$ cat src/rtl/cop_config.svh
`ifndef COP_CONFIG_SVH
`define COP_CONFIG_SVH

// ----------------------------------------
// COP sizing and encoding constants
// ----------------------------------------

`define COP_XLEN      32                     // Data word width
`define COP_NUM_CPRS  16                     // Coprocessor register count
`define COP_CPR_AW    $clog2(`COP_NUM_CPRS)  // CPR address width
`define COP_MAJOR     7'b0001011             // custom-0 major opcode

`endif

$ cat src/rtl/cop_pkg.sv
package cop_pkg;

    // ----------------------------------------
    // Instruction encoding, two views
    // ----------------------------------------

    // Register form, crs2 in bits 23:20
    typedef struct packed {
        logic [3:0] funct;  // Operation select
        logic [3:0] pad;    // Unused
        logic [3:0] crs2;
        logic [3:0] crs1;
        logic [3:0] crd;
        logic [4:0] rd;     // GPR destination
        logic [6:0] major;
    } cop_rtype_t;

    // Immediate form, imm8 over crs2 and pad
    typedef struct packed {
        logic [3:0] funct;
        logic [7:0] imm8;   // Zero-extended immediate
        logic [3:0] crs1;
        logic [3:0] crd;
        logic [4:0] rd;
        logic [6:0] major;
    } cop_itype_t;

    typedef union packed {
        cop_rtype_t r;
        cop_itype_t i;
    } cop_insn_t;

    // Operations, straight from funct
    typedef enum logic [3:0] {
        OP_MV2COP = 4'd0,   // crd <- rs1
        OP_MV2GPR = 4'd1,   // rd <- crs1
        OP_ADD    = 4'd2,
        OP_XOR    = 4'd3,
        OP_RORI   = 4'd4,
        OP_ADDI   = 4'd5
    } cop_op_t;

    // Result code on the response channel
    typedef enum logic [2:0] {
        RES_OK      = 3'd0,
        RES_ILLEGAL = 3'd1  // Bad major or funct, no writes
    } cop_result_t;

endpackage

$ cat src/rtl/cop_decode.sv
`timescale 1ns/1ps
`include "cop_config.svh"

module cop_decode (
    input  logic                   g_clk,
    input  logic                   g_resetn,
    input  logic                   accept,      // Transfer on accept channel
    input  logic [`COP_XLEN-1:0]   insn_enc,
    input  logic [`COP_XLEN-1:0]   rs1,
    output logic                   dec_valid,   // Cycle 1 pulse
    output cop_pkg::cop_op_t       dec_op,
    output logic [`COP_CPR_AW-1:0] dec_crd,
    output logic [`COP_CPR_AW-1:0] dec_crs1,
    output logic [`COP_CPR_AW-1:0] dec_crs2,
    output logic [7:0]             dec_imm,
    output logic [4:0]             dec_rd,
    output logic [`COP_XLEN-1:0]   dec_rs1,
    output logic                   dec_illegal
);

    cop_pkg::cop_insn_t insn_q;    // Held encoding
    logic               imm_form;  // Immediate view in use

    // ----------------------------------------
    // Capture
    // ----------------------------------------

    always_ff @(posedge g_clk) begin
        if (!g_resetn) begin
            dec_valid <= 1'b0;
        end else begin
            dec_valid <= accept;  // One cycle behind acceptance
        end
    end

    always_ff @(posedge g_clk) begin
        if (accept) begin
            insn_q  <= insn_enc;
            dec_rs1 <= rs1;
        end
    end

    // ----------------------------------------
    // Field decode
    // ----------------------------------------

    assign dec_op   = cop_pkg::cop_op_t'(insn_q.r.funct);
    assign imm_form = (dec_op == cop_pkg::OP_RORI) || (dec_op == cop_pkg::OP_ADDI);

    // Fields common to both views
    assign dec_crd  = insn_q.r.crd;
    assign dec_crs1 = insn_q.r.crs1;
    assign dec_rd   = insn_q.r.rd;

    // Bits 27:20 are crs2 or imm8 depending on the op
    assign dec_crs2 = imm_form ? '0 : insn_q.r.crs2;
    assign dec_imm  = imm_form ? insn_q.i.imm8 : '0;

    // Wrong opcode space, or funct past the last op
    assign dec_illegal = (insn_q.r.major != `COP_MAJOR) ||
                         (insn_q.r.funct > 4'(cop_pkg::OP_ADDI));

endmodule

$ cat src/rtl/cop_execute.sv
`timescale 1ns/1ps
`include "cop_config.svh"

module cop_execute (
    input  logic                   g_clk,
    input  logic                   g_resetn,
    input  logic                   dec_valid,
    input  cop_pkg::cop_op_t       dec_op,
    input  logic [`COP_CPR_AW-1:0] dec_crd,
    input  logic [`COP_CPR_AW-1:0] dec_crs1,
    input  logic [`COP_CPR_AW-1:0] dec_crs2,
    input  logic [7:0]             dec_imm,
    input  logic [4:0]             dec_rd,
    input  logic [`COP_XLEN-1:0]   dec_rs1,
    input  logic                   dec_illegal,
    input  logic [`COP_XLEN-1:0]   rd_data_a,   // CPR[crs1]
    input  logic [`COP_XLEN-1:0]   rd_data_b,   // CPR[crs2]
    output logic [`COP_CPR_AW-1:0] rd_addr_a,
    output logic [`COP_CPR_AW-1:0] rd_addr_b,
    output logic                   exe_valid,   // Cycle 2 pulse
    output cop_pkg::cop_result_t   exe_result,
    output logic                   exe_cpr_wen,
    output logic [`COP_CPR_AW-1:0] exe_crd,
    output logic [`COP_XLEN-1:0]   exe_value,
    output logic                   exe_gpr_wen,
    output logic [4:0]             exe_rd
);

    logic [2*`COP_XLEN-1:0] rot_wide;  // Doubled word for rotate
    logic [`COP_XLEN-1:0]   value;

    // Operand reads are combinational from the CPR file
    assign rd_addr_a = dec_crs1;
    assign rd_addr_b = dec_crs2;

    assign rot_wide = {rd_data_a, rd_data_a} >> dec_imm[4:0];

    // ----------------------------------------
    // Value select
    // ----------------------------------------

    always_comb begin
        case (dec_op)
            cop_pkg::OP_MV2COP: value = dec_rs1;
            cop_pkg::OP_MV2GPR: value = rd_data_a;
            cop_pkg::OP_ADD:    value = rd_data_a + rd_data_b;
            cop_pkg::OP_XOR:    value = rd_data_a ^ rd_data_b;
            cop_pkg::OP_RORI:   value = rot_wide[`COP_XLEN-1:0];  // Low half holds rotation
            cop_pkg::OP_ADDI:   value = rd_data_a + {{(`COP_XLEN-8){1'b0}}, dec_imm};
            default:            value = '0;  // Illegal funct
        endcase
    end

    // ----------------------------------------
    // Register stage
    // ----------------------------------------

    always_ff @(posedge g_clk) begin
        if (!g_resetn) begin
            exe_valid <= 1'b0;
        end else begin
            exe_valid <= dec_valid;
        end
    end

    always_ff @(posedge g_clk) begin
        if (dec_valid) begin
            exe_value   <= value;
            exe_crd     <= dec_crd;
            exe_rd      <= dec_rd;
            exe_result  <= dec_illegal ? cop_pkg::RES_ILLEGAL : cop_pkg::RES_OK;
            // Only MV2GPR goes to the GPR side
            exe_cpr_wen <= !dec_illegal && (dec_op != cop_pkg::OP_MV2GPR);
            exe_gpr_wen <= !dec_illegal && (dec_op == cop_pkg::OP_MV2GPR);
        end
    end

endmodule

$ cat src/rtl/cop_result.sv
`timescale 1ns/1ps
`include "cop_config.svh"

module cop_result (
    input  logic                   g_clk,
    input  logic                   g_resetn,
    input  logic                   exe_valid,
    input  cop_pkg::cop_result_t   exe_result,
    input  logic                   exe_cpr_wen,
    input  logic [`COP_CPR_AW-1:0] exe_crd,
    input  logic [`COP_XLEN-1:0]   exe_value,
    input  logic                   exe_gpr_wen,
    input  logic [4:0]             exe_rd,
    input  logic [`COP_CPR_AW-1:0] rd_addr_a,
    input  logic [`COP_CPR_AW-1:0] rd_addr_b,
    input  logic [`COP_CPR_AW-1:0] snoop_addr,   // Trace read port
    input  logic                   cpu_insn_ack,
    output logic [`COP_XLEN-1:0]   rd_data_a,
    output logic [`COP_XLEN-1:0]   rd_data_b,
    output logic [`COP_XLEN-1:0]   snoop_data,
    output logic                   cop_insn_rsp,
    output logic [2:0]             cop_result,
    output logic                   cop_wen,
    output logic [4:0]             cop_waddr,
    output logic [`COP_XLEN-1:0]   cop_wdata,
    output logic                   rsp_done      // Response handshake this cycle
);

    logic [`COP_XLEN-1:0] cprs [`COP_NUM_CPRS];

    // ----------------------------------------
    // CPR file
    // ----------------------------------------

    always_ff @(posedge g_clk) begin
        if (!g_resetn) begin
            for (int i = 0; i < `COP_NUM_CPRS; i++) begin
                cprs[i] <= '0;
            end
        end else if (exe_valid && exe_cpr_wen) begin
            cprs[exe_crd] <= exe_value;  // Visible from cycle 3
        end
    end

    // Three async read ports
    assign rd_data_a  = cprs[rd_addr_a];
    assign rd_data_b  = cprs[rd_addr_b];
    assign snoop_data = cprs[snoop_addr];

    // ----------------------------------------
    // Response channel
    // ----------------------------------------

    assign rsp_done = cop_insn_rsp && cpu_insn_ack;

    always_ff @(posedge g_clk) begin
        if (!g_resetn) begin
            cop_insn_rsp <= 1'b0;
            cop_result   <= '0;
            cop_wen      <= 1'b0;
        end else if (exe_valid) begin
            cop_insn_rsp <= 1'b1;        // Raised with the CPR write
            cop_result   <= exe_result;
            cop_wen      <= exe_gpr_wen;
        end else if (rsp_done) begin
            cop_insn_rsp <= 1'b0;
        end
    end

    // Payload held stable through back-pressure
    always_ff @(posedge g_clk) begin
        if (exe_valid) begin
            cop_waddr <= exe_rd;
            cop_wdata <= exe_value;
        end
    end

endmodule

$ cat src/rtl/cop_top.sv
`timescale 1ns/1ps
`include "cop_config.svh"

module cop_top (
    input  logic                 g_clk,
    input  logic                 g_resetn,
    input  logic                 cpu_insn_req,
    input  logic [`COP_XLEN-1:0] cpu_insn_enc,
    input  logic [`COP_XLEN-1:0] cpu_rs1,
    input  logic                 cpu_insn_ack,    // Response accepted
    output logic                 cop_insn_ack,    // Request accepted
    output logic                 cop_insn_rsp,
    output logic [2:0]           cop_result,
    output logic                 cop_wen,
    output logic [4:0]           cop_waddr,
    output logic [`COP_XLEN-1:0] cop_wdata,
    output logic                 trace_valid,
    output logic [`COP_XLEN-1:0] trace_enc,
    output logic [`COP_XLEN-1:0] trace_rs1,
    output logic [2:0]           trace_result,
    output logic                 trace_wen,
    output logic [4:0]           trace_waddr,
    output logic [`COP_XLEN-1:0] trace_wdata,
    output logic [`COP_XLEN-1:0] trace_cpr_pre,
    output logic [`COP_XLEN-1:0] trace_cpr_post
);

    logic                   busy;      // One instruction in flight
    logic                   accept;
    logic                   rsp_done;

    // Decode to execute
    logic                   dec_valid;
    cop_pkg::cop_op_t       dec_op;
    logic [`COP_CPR_AW-1:0] dec_crd;
    logic [`COP_CPR_AW-1:0] dec_crs1;
    logic [`COP_CPR_AW-1:0] dec_crs2;
    logic [7:0]             dec_imm;
    logic [4:0]             dec_rd;
    logic [`COP_XLEN-1:0]   dec_rs1;
    logic                   dec_illegal;

    // Execute to result
    logic                   exe_valid;
    cop_pkg::cop_result_t   exe_result;
    logic                   exe_cpr_wen;
    logic [`COP_CPR_AW-1:0] exe_crd;
    logic [`COP_XLEN-1:0]   exe_value;
    logic                   exe_gpr_wen;
    logic [4:0]             exe_rd;

    // CPR read ports
    logic [`COP_CPR_AW-1:0] rd_addr_a;
    logic [`COP_CPR_AW-1:0] rd_addr_b;
    logic [`COP_CPR_AW-1:0] snoop_addr;
    logic [`COP_XLEN-1:0]   rd_data_a;
    logic [`COP_XLEN-1:0]   rd_data_b;
    logic [`COP_XLEN-1:0]   snoop_data;

    // ----------------------------------------
    // Accept handshake
    // ----------------------------------------

    assign cop_insn_ack = cpu_insn_req && !busy;  // Only answers a request
    assign accept       = cpu_insn_req && cop_insn_ack;

    always_ff @(posedge g_clk) begin
        if (!g_resetn) begin
            busy <= 1'b0;
        end else if (accept) begin
            busy <= 1'b1;
        end else if (rsp_done) begin
            busy <= 1'b0;  // Idle the cycle after handshake
        end
    end

    // ----------------------------------------
    // Stages
    // ----------------------------------------

    cop_decode u_decode (
        .g_clk       (g_clk),
        .g_resetn    (g_resetn),
        .accept      (accept),
        .insn_enc    (cpu_insn_enc),
        .rs1         (cpu_rs1),
        .dec_valid   (dec_valid),
        .dec_op      (dec_op),
        .dec_crd     (dec_crd),
        .dec_crs1    (dec_crs1),
        .dec_crs2    (dec_crs2),
        .dec_imm     (dec_imm),
        .dec_rd      (dec_rd),
        .dec_rs1     (dec_rs1),
        .dec_illegal (dec_illegal)
    );

    cop_execute u_execute (
        .g_clk       (g_clk),
        .g_resetn    (g_resetn),
        .dec_valid   (dec_valid),
        .dec_op      (dec_op),
        .dec_crd     (dec_crd),
        .dec_crs1    (dec_crs1),
        .dec_crs2    (dec_crs2),
        .dec_imm     (dec_imm),
        .dec_rd      (dec_rd),
        .dec_rs1     (dec_rs1),
        .dec_illegal (dec_illegal),
        .rd_data_a   (rd_data_a),
        .rd_data_b   (rd_data_b),
        .rd_addr_a   (rd_addr_a),
        .rd_addr_b   (rd_addr_b),
        .exe_valid   (exe_valid),
        .exe_result  (exe_result),
        .exe_cpr_wen (exe_cpr_wen),
        .exe_crd     (exe_crd),
        .exe_value   (exe_value),
        .exe_gpr_wen (exe_gpr_wen),
        .exe_rd      (exe_rd)
    );

    cop_result u_result (
        .g_clk        (g_clk),
        .g_resetn     (g_resetn),
        .exe_valid    (exe_valid),
        .exe_result   (exe_result),
        .exe_cpr_wen  (exe_cpr_wen),
        .exe_crd      (exe_crd),
        .exe_value    (exe_value),
        .exe_gpr_wen  (exe_gpr_wen),
        .exe_rd       (exe_rd),
        .rd_addr_a    (rd_addr_a),
        .rd_addr_b    (rd_addr_b),
        .snoop_addr   (snoop_addr),
        .cpu_insn_ack (cpu_insn_ack),
        .rd_data_a    (rd_data_a),
        .rd_data_b    (rd_data_b),
        .snoop_data   (snoop_data),
        .cop_insn_rsp (cop_insn_rsp),
        .cop_result   (cop_result),
        .cop_wen      (cop_wen),
        .cop_waddr    (cop_waddr),
        .cop_wdata    (cop_wdata),
        .rsp_done     (rsp_done)
    );

    cop_trace u_trace (
        .g_clk          (g_clk),
        .g_resetn       (g_resetn),
        .accept         (accept),
        .insn_enc       (cpu_insn_enc),
        .rs1            (cpu_rs1),
        .cop_result     (cop_result),
        .cop_wen        (cop_wen),
        .cop_waddr      (cop_waddr),
        .cop_wdata      (cop_wdata),
        .rsp_done       (rsp_done),
        .snoop_data     (snoop_data),
        .snoop_addr     (snoop_addr),
        .trace_valid    (trace_valid),
        .trace_enc      (trace_enc),
        .trace_rs1      (trace_rs1),
        .trace_result   (trace_result),
        .trace_wen      (trace_wen),
        .trace_waddr    (trace_waddr),
        .trace_wdata    (trace_wdata),
        .trace_cpr_pre  (trace_cpr_pre),
        .trace_cpr_post (trace_cpr_post)
    );

endmodule

$ cat src/rtl/cop_trace.sv
`timescale 1ns/1ps
`include "cop_config.svh"

module cop_trace (
    input  logic                   g_clk,
    input  logic                   g_resetn,
    input  logic                   accept,
    input  logic [`COP_XLEN-1:0]   insn_enc,
    input  logic [`COP_XLEN-1:0]   rs1,
    input  logic [2:0]             cop_result,
    input  logic                   cop_wen,
    input  logic [4:0]             cop_waddr,
    input  logic [`COP_XLEN-1:0]   cop_wdata,
    input  logic                   rsp_done,
    input  logic [`COP_XLEN-1:0]   snoop_data,
    output logic [`COP_CPR_AW-1:0] snoop_addr,
    output logic                   trace_valid,     // One cycle per retire
    output logic [`COP_XLEN-1:0]   trace_enc,
    output logic [`COP_XLEN-1:0]   trace_rs1,
    output logic [2:0]             trace_result,
    output logic                   trace_wen,
    output logic [4:0]             trace_waddr,
    output logic [`COP_XLEN-1:0]   trace_wdata,
    output logic [`COP_XLEN-1:0]   trace_cpr_pre,
    output logic [`COP_XLEN-1:0]   trace_cpr_post
);

    cop_pkg::cop_insn_t insn_in;    // Incoming encoding
    cop_pkg::cop_insn_t insn_held;  // Encoding in flight

    assign insn_in   = insn_enc;
    assign insn_held = trace_enc;

    // Destination CPR, from the bus at accept and from the capture after
    assign snoop_addr = accept ? insn_in.r.crd : insn_held.r.crd;

    // ----------------------------------------
    // Retire transaction capture
    // ----------------------------------------

    always_ff @(posedge g_clk) begin
        if (!g_resetn) begin
            trace_valid <= 1'b0;
        end else begin
            trace_valid <= rsp_done;
        end
    end

    always_ff @(posedge g_clk) begin
        if (accept) begin
            trace_enc     <= insn_enc;
            trace_rs1     <= rs1;
            trace_cpr_pre <= snoop_data;  // Before any write
        end
        if (rsp_done) begin
            trace_result   <= cop_result;
            trace_wen      <= cop_wen;
            trace_waddr    <= cop_waddr;
            trace_wdata    <= cop_wdata;
            trace_cpr_post <= snoop_data; // Writeback already done
        end
    end

endmodule

$ cat config.mk
export PLATFORM = sky130hd
export DESIGN_NAME = cop_top
export DESIGN_NICKNAME = d
export VERILOG_FILES = /design/src/rtl/cop_pkg.sv /design/src/rtl/cop_decode.sv /design/src/rtl/cop_execute.sv /design/src/rtl/cop_result.sv /design/src/rtl/cop_top.sv /design/src/rtl/cop_trace.sv
export VERILOG_INCLUDE_DIRS = /design/src /design/src/rtl
export SDC_FILE = /design/constraint.sdc
export NUM_CORES = 2
export LEC_CHECK = 0
export BUFFER_PORTS_ARGS = -buffer_cell sky130_fd_sc_hd__buf_2
export CAP_MARGIN = 20
export CORE_MARGIN = 3
export CORE_UTILIZATION = 50
export DETAILED_ROUTE_END_ITERATION = 8
export GPL_TIMING_DRIVEN = 0
export PLACE_DENSITY = 0.7
export SLEW_MARGIN = 5
export SYNTH_ARGS = -nofsm -noshare
export SYNTH_HDL_FRONTEND = slang
export SYNTH_SLANG_ARGS = --single-unit
$ cat constraint.sdc
create_clock -name g_clk -period 7.6 [get_ports g_clk]
set_clock_uncertainty 0.1 [all_clocks]
set_input_delay 2.28 -clock g_clk [delete_from_list [all_inputs] [get_ports g_clk]]
set_output_delay 2.28 -clock g_clk [all_outputs]
set_load 0.005 [all_outputs]
* After elaboration in Yosys (flattened, before gate mapping) *
Memory sizes are Yosys's and may differ from the RTL's. A register that Yosys moved wholly into a read port is not among the register bits.
Cells that the tools add are included.

cells by class
  add/subtract/negate cells = 2
  multipliers = 0
  div/mod/pow operators = 0
  $lt $le $gt $ge = 1
  equality and inequality tests = 7
  shift operators = 1
  mux-type cells = 16
  bitwise logic cells = 1
  reduce and logical (&&, ||, !) cells = 14

operator list
  cell                                                                              number
  32-bit case mux with 6 select lines                                               1
  64-bit by 5-bit >> shifter with 32-bit output                                     1
  32-bit adder                                                                      1
  32-bit by 8-bit adder with 32-bit output                                          1
  32-bit two-way mux                                                                1
  32-bit OR reduction                                                               1
  32-bit bitwise XOR                                                                1
  4-bit two-way mux                                                                 4
  1-bit two-way mux                                                                 9
  4-bit by 2-bit equality test with 1-bit output (second input constant)            2
  4-bit by 3-bit equality test with 1-bit output (second input constant)            2
  8-bit two-way mux                                                                 1
  7-bit by 4-bit inequality test with 1-bit output (second input constant)          1
  1-bit logical AND                                                                 6
  4-bit by 1-bit equality test with 1-bit output (second input constant)            1
  4-bit by 3-bit greater-than comparator with 1-bit output (second input constant)  1
  4-bit zero test                                                                   1
  4-bit by 1-bit inequality test with 1-bit output (second input constant)          1
  2-bit nonzero test                                                                2
  1-bit zero test                                                                   2
  1-bit logical OR                                                                  2

word-level totals
  register bits = 261
  bits in latches = 0
  RAM bits = 512
  memory bits (read-only) = 0
  input port bits = 68
  output and inout port bits = 213
  word-level logic and storage cells = 66
  memories = 1

memories
  memory         depth  width  read ports  clocked after Yosys merged registers in  wr ports  line              source
  u_result.cprs  16     32     3           1                                        16        cop_result.sv:29  logic [`COP_XLEN-1:0] cprs [`COP_NUM_CPRS];

* Longest topological paths before layout *
  depth after elaboration = 6
  gate-level depth with buffers = 25
  gate-level depth less buffers = 21

* Cells and area by module *
Synthesis repeated with hierarchy kept, for this count alone.

unflattened totals
  cells, all modules = 3072
  area, all modules = 44270.0 µm²

by module, submodules not included
  module       times used  cells an instance  area each (µm²)  sequential area each (µm²)
  cop_result   1           2123               30694.4          16585.9
  cop_execute  1           669                6188.4           1341.3
  cop_trace    1           175                5146.2           5094.9
  cop_decode   1           101                2200.9           1941.9
  cop_top      1           4                  40.0             20.0

* Least setup slack after synthesis *
Ideal clock, no wire load.

  path type = input-to-output
  from = input cpu_insn_req
  to = output cop_insn_ack
  arrival = 5.391 ns
  data required time = 5.220 ns
  setup slack = -0.171 ns
  cell stages on the path = 2
  path buffers = 1
  path through = nor2b_1 buf_1

between the ends
  longest elaborated chain between the ends = 1

ends and longest elaborated chain
  element            line           source
  from (decl)        cop_top.sv:7   input logic cpu_insn_req,
  1-bit logical AND  cop_top.sv:64  assign cop_insn_ack = cpu_insn_req && !busy;
  to (decl)          cop_top.sv:11  output logic cop_insn_ack,

No other way between the ends.

* Worst setup path after layout *
  from = register u_decode.insn_q[29] (netlist name)
  to = register u_execute.exe_value[31], data pin

between the ends
  longest elaborated chain between the ends = 6
  elaborated cells on any way between the ends = 15
  those cells by class = 2 x add/sub; 5 x eq/ne; 1 x shift; 3 x mux; 1 x bitwise; 2 x reduce/logical; 1 x memory

ends and longest elaborated chain
  element                                             line                                  source
  from (decl)                                         cop_decode.sv:21                      cop_pkg::cop_insn_t insn_q;
  from (signal assigned)                              cop_decode.sv:38                      insn_q <= insn_enc;
  4-bit by 3-bit equality test with 1-bit output      cop_decode.sv:48, cop_execute.sv:43
  1-bit logical OR                                    cop_decode.sv:48                      assign imm_form = (dec_op == cop_pkg::OP_RORI) || (dec_op == cop_pkg::OP_ADDI);
  4-bit two-way mux                                   cop_decode.sv:56                      assign dec_crs2 = imm_form ? '0 : insn_q.r.crs2;
  memory read 16 x 32 bit                             -
  32-bit adder or 32-bit bitwise XOR (tied branches)  cop_execute.sv:46, cop_execute.sv:47
  32-bit case mux with 6 select lines *               cop_execute.sv:43                     case (dec_op)
  via u_execute.value[31]                             cop_execute.sv:30                     logic [`COP_XLEN-1:0] value;
  to (signal assigned)                                cop_execute.sv:68                     exe_value <= value;
  to (decl)                                           cop_execute.sv:24                     output logic [`COP_XLEN-1:0] exe_value,

The timed path passes the listed nets; every way through them passes the cells marked *.
A chain may end at the register's enable or synchronous reset.

==> flow_metrics.tcl <==
set metrics [dict create \
    outcome "complete, but fails checks" \
    violations "negative setup slack" \
    globalRouteOverflowTotal 0 \
    grt_max_degree 78 \
    dieWidth_um 304 \
    grt_pass1_vias 36300 \
    drv_cap 0 \
    avgViaCountPerCell 7.50 \
    layout_common_cells "edfxtp_1 (760), and2_1 (552), buf_2 (335)" \
    port-buffer-count 276 \
    hp-start "u_execute.exe_rd[0]" \
    fin_area_mm2 0.0519 \
    critPathKind "flop to flop" \
    crit_cells 21 \
    antenna_found_initial 13 \
    path_common_cell "buf_2" \
    ff2ff_path_depth 21 \
    clk_pin_slew_worst_paths_ns 0.07 \
    setup_slack_ns -0.0400 \
    syn2layout_area_growth_pct 16.5 \
    synth_cells 3506 \
    drc 0 \
    routedWlPerCell_um 45.1 \
    endpoint_kind "flop" \
    final_common_cell "edfxtp_1" \
    synth_ff_type "edfxtp_1" \
    setup_viol 2 \
    grt_use_total_pct 49.3 \
    period_share_pct 101 \
    rsz0062_at_grt "no" \
    design.die.area_mm2 0.0927 \
    synth_area_mm2 0.0445 \
    drt_iter0_markers 7709 \
    firstDrtPassIters 9 \
    worstPathRequired_ns 7.92 \
    cts_num_sinks 771 \
    crit_path_end "u_execute.exe_value[31]" \
    cts_root_buffer "clkbuf_16" \
    grt_pass1_wl_mm 310 \
    ant_nets 0 \
    critPathLaunchType "flop" \
    row_count 108 \
    yosysSeqAreaShare_pct 51.7 \
    r2r-start "u_decode.insn_q[29]" \
    worst_pin_slew_ns 1.48 \
    crit_path_cell_trace "buf_2 -> or3b_1 -> buf_2 -> nand2_1 -> buf_2 -> clkbuf_1 -> a221oi_1 -> o32ai_1 -> buf_2 -> nor2_1 -> ha_1 -> o21a_1 -> o21ai_0 -> a32o_1 -> o21a_1 -> o21ai_0 -> o31ai_1 -> o21ai_0 -> and3_1 -> o41ai_2 -> o211ai_1" \
    crit_arrival_ns 7.96 \
    num_io_pins 281 \
    detailed_place_hpwl_mm 172 \
    yosysUniqueCellTypes 87 \
    timing.final.max_slew_violations 0 \
    fin_crit_ns 7.64 \
    crit_buf_inv 5 \
    vias 38900 \
    timing.rr.end "u_execute.exe_value[31]" \
    yosysWarnings 0 \
    layout-drive-gt1-share_pct 22.5 \
    worstHoldPathType "flop to flop" \
    crit_fanout 10 \
    place_area_mm2 0.0487 \
    ir_drop_uv 242 \
    max_slew_margin_pct 1.16 \
    fmax_mhz 131 \
    drt_wl_total_mm 234 \
    min_path_cells 0 \
    cts_tree "yes" \
    regToRegSetupSlack_ns -0.04 \
    ctsLongestPathBuffers 3 \
    hold_viol_final 0 \
    syn_area_per_cell_um2 12.7 \
    crit_path_top_delay_cell "clkbuf_1" \
    p_leak_uw 0.0195 \
    final_util_pct 59.3 \
    core-area_mm2 0.0876 \
    gp_congestion 1.08 \
    ctsHtreeMaxLevel 3 \
    critPathMaxStageDelay_ns 1.01 \
    place_ws_ns -1.48 \
    die_h_um 304 \
    clk_latency_ns 0.72 \
    final_nets 4050 \
    critical_path.startpoint "u_decode.insn_q[29]" \
    synth_edf_count 760 \
    cts_inserted_buffers 85 \
    path_delay_family "compound AO/OA/AOI/OAI gates" \
    ys_ff_latch 771 \
    power_density_mw_per_mm2 239 \
    hold_buffers 0 \
    synthArstFlopShare_pct 0 \
    start_util_pct 50.9 \
]
layout make-up:
type | count | area, um2
Antenna cell | 10 | 25.0
Sequential cell | 771 | 23000
Timing Repair Buffer | 356 | 2630
Tap cell | 1155 | 1450
Clock inverter | 52 | 623
Fill cell | 7153 | 35700
Clock buffer | 105 | 2270
Inverter | 21 | 78.8
Multi-Input combinational cell | 2401 | 20300
Buffer | 314 | 1470
kinds of logic after synthesis:
kind of cell | synth area share, %
other cells | 0.00842
mux | 19.1
xor+xnor | 1.12
simple gates | 12.9
compound gates | 10.9
buf+inv | 3.34
flops | 51.7
fa+ha+maj | 0.916
how the worst min path moves through the flow:
stage,endpoint
final,u_result.cop_waddr[0]
after global routing,u_result.cop_waddr[2]
after CTS,u_result.cop_waddr[0]
after detailed placement,u_result.cop_waddr[0]
after global placement,u_result.cop_waddr[4]
after floorplan,u_result.cop_waddr[0]
repair_timing:
action                                  in CTS  in global routing
endpoints found under the setup margin      24                 11
buffers inserted                             2                  0
resized for setup                           19                 32
per-layer routing:
metal	part of all wire, %	wire length (um)	track usage, %
met1	34	78400	60.9
met4	9.1	21200	34.5
met3	17	39800	24.2
met2	40	94200	67.2
met5	0.12	289	1.96
sequential cells by signal, summed over array words and instances, names as in the netlist, 4 cells and up, named ones only:
name,cells
u_decode.insn_q,32
u_execute.exe_crd,4
u_execute.exe_rd,5
u_execute.exe_value,32
u_result.cop_waddr,5
u_result.cop_wdata,32
u_result.cprs,512
u_trace.trace_cpr_post,32
u_trace.trace_cpr_pre,32
u_trace.trace_rs1,32
u_trace.trace_waddr,5
u_trace.trace_wdata,32
cells in the mapped netlist, types with 6 or more instances:
cell type | number | share of area (%)
a222oi_1 | 12 | 0.27
and3_1 | 7 | 0.098
buf_1 | 45 | 0.38
nor2b_1 | 12 | 0.17
buf_4 | 17 | 0.29
o32ai_1 | 13 | 0.26
xor2_1 | 20 | 0.39
nand2_1 | 198 | 1.7
ha_1 | 31 | 0.87
buf_2 | 53 | 0.60
nand3_1 | 33 | 0.37
and2_1 | 553 | 7.8
a211o_1 | 10 | 0.20
nand2b_1 | 17 | 0.24
a221oi_1 | 56 | 1.1
clkbuf_1 | 192 | 1.6
o21ai_0 | 83 | 0.93
mux4_2 | 228 | 12
a211oi_1 | 82 | 1.4
mux2i_1 | 313 | 7.0
a221o_1 | 20 | 0.45
or2_2 | 17 | 0.24
edfxtp_1 | 760 | 51
a22o_1 | 7 | 0.14
nor3_1 | 36 | 0.40
o22a_1 | 13 | 0.26
nand4_1 | 7 | 0.098
a21o_1 | 14 | 0.24
mux2_2 | 16 | 0.40
o211ai_1 | 14 | 0.24
o21ai_1 | 14 | 0.16
o22ai_1 | 88 | 1.2
a21oi_1 | 80 | 0.90
nor2_1 | 153 | 1.3
o21a_1 | 7 | 0.12
buf_6 | 6 | 0.15
inv_1 | 21 | 0.18
a31oi_1 | 39 | 0.55
or3_1 | 11 | 0.15
a22oi_1 | 31 | 0.52
dfxtp_1 | 11 | 0.49
o221ai_1 | 44 | 0.87
xnor2_1 | 37 | 0.73
power breakdown:
group          internal (uW)  leakage [uW]  switching (uW)
combinational            929        0.0104            2020
clock                   2570       0.00141            1850
sequential              4860       0.00769             162
total                   8360        0.0195            4030
worst register-to-register path: cells and delay by family (launching register included):
kind	cells	cell delay, ns
AO/OA/AOI/OAI	11	3.58
adder cells (fa/ha/maj)	1	0.40
buffers and inverters	5	2.14
flip-flops	1	0.37
AND/OR/NAND/NOR	4	0.79
per-stage QoR:
step / TNS [ns] / std cells / total power (uW) / hold slack (ns)
floorplan: 0 / 3509 / 6510 / 0.300
global placement: -848.87 / 4940 / 7730 / 0.301
detailed placement: -21.25 / 5004 / 7780 / 0.305
CTS: 0 / 5161 / 12100 / 0.319
global route: 0 / 5175 / 12500 / 0.343
finish: -0.0513 / 5185 / 12400 / 0.318
(Power assumes the default switching activity.)
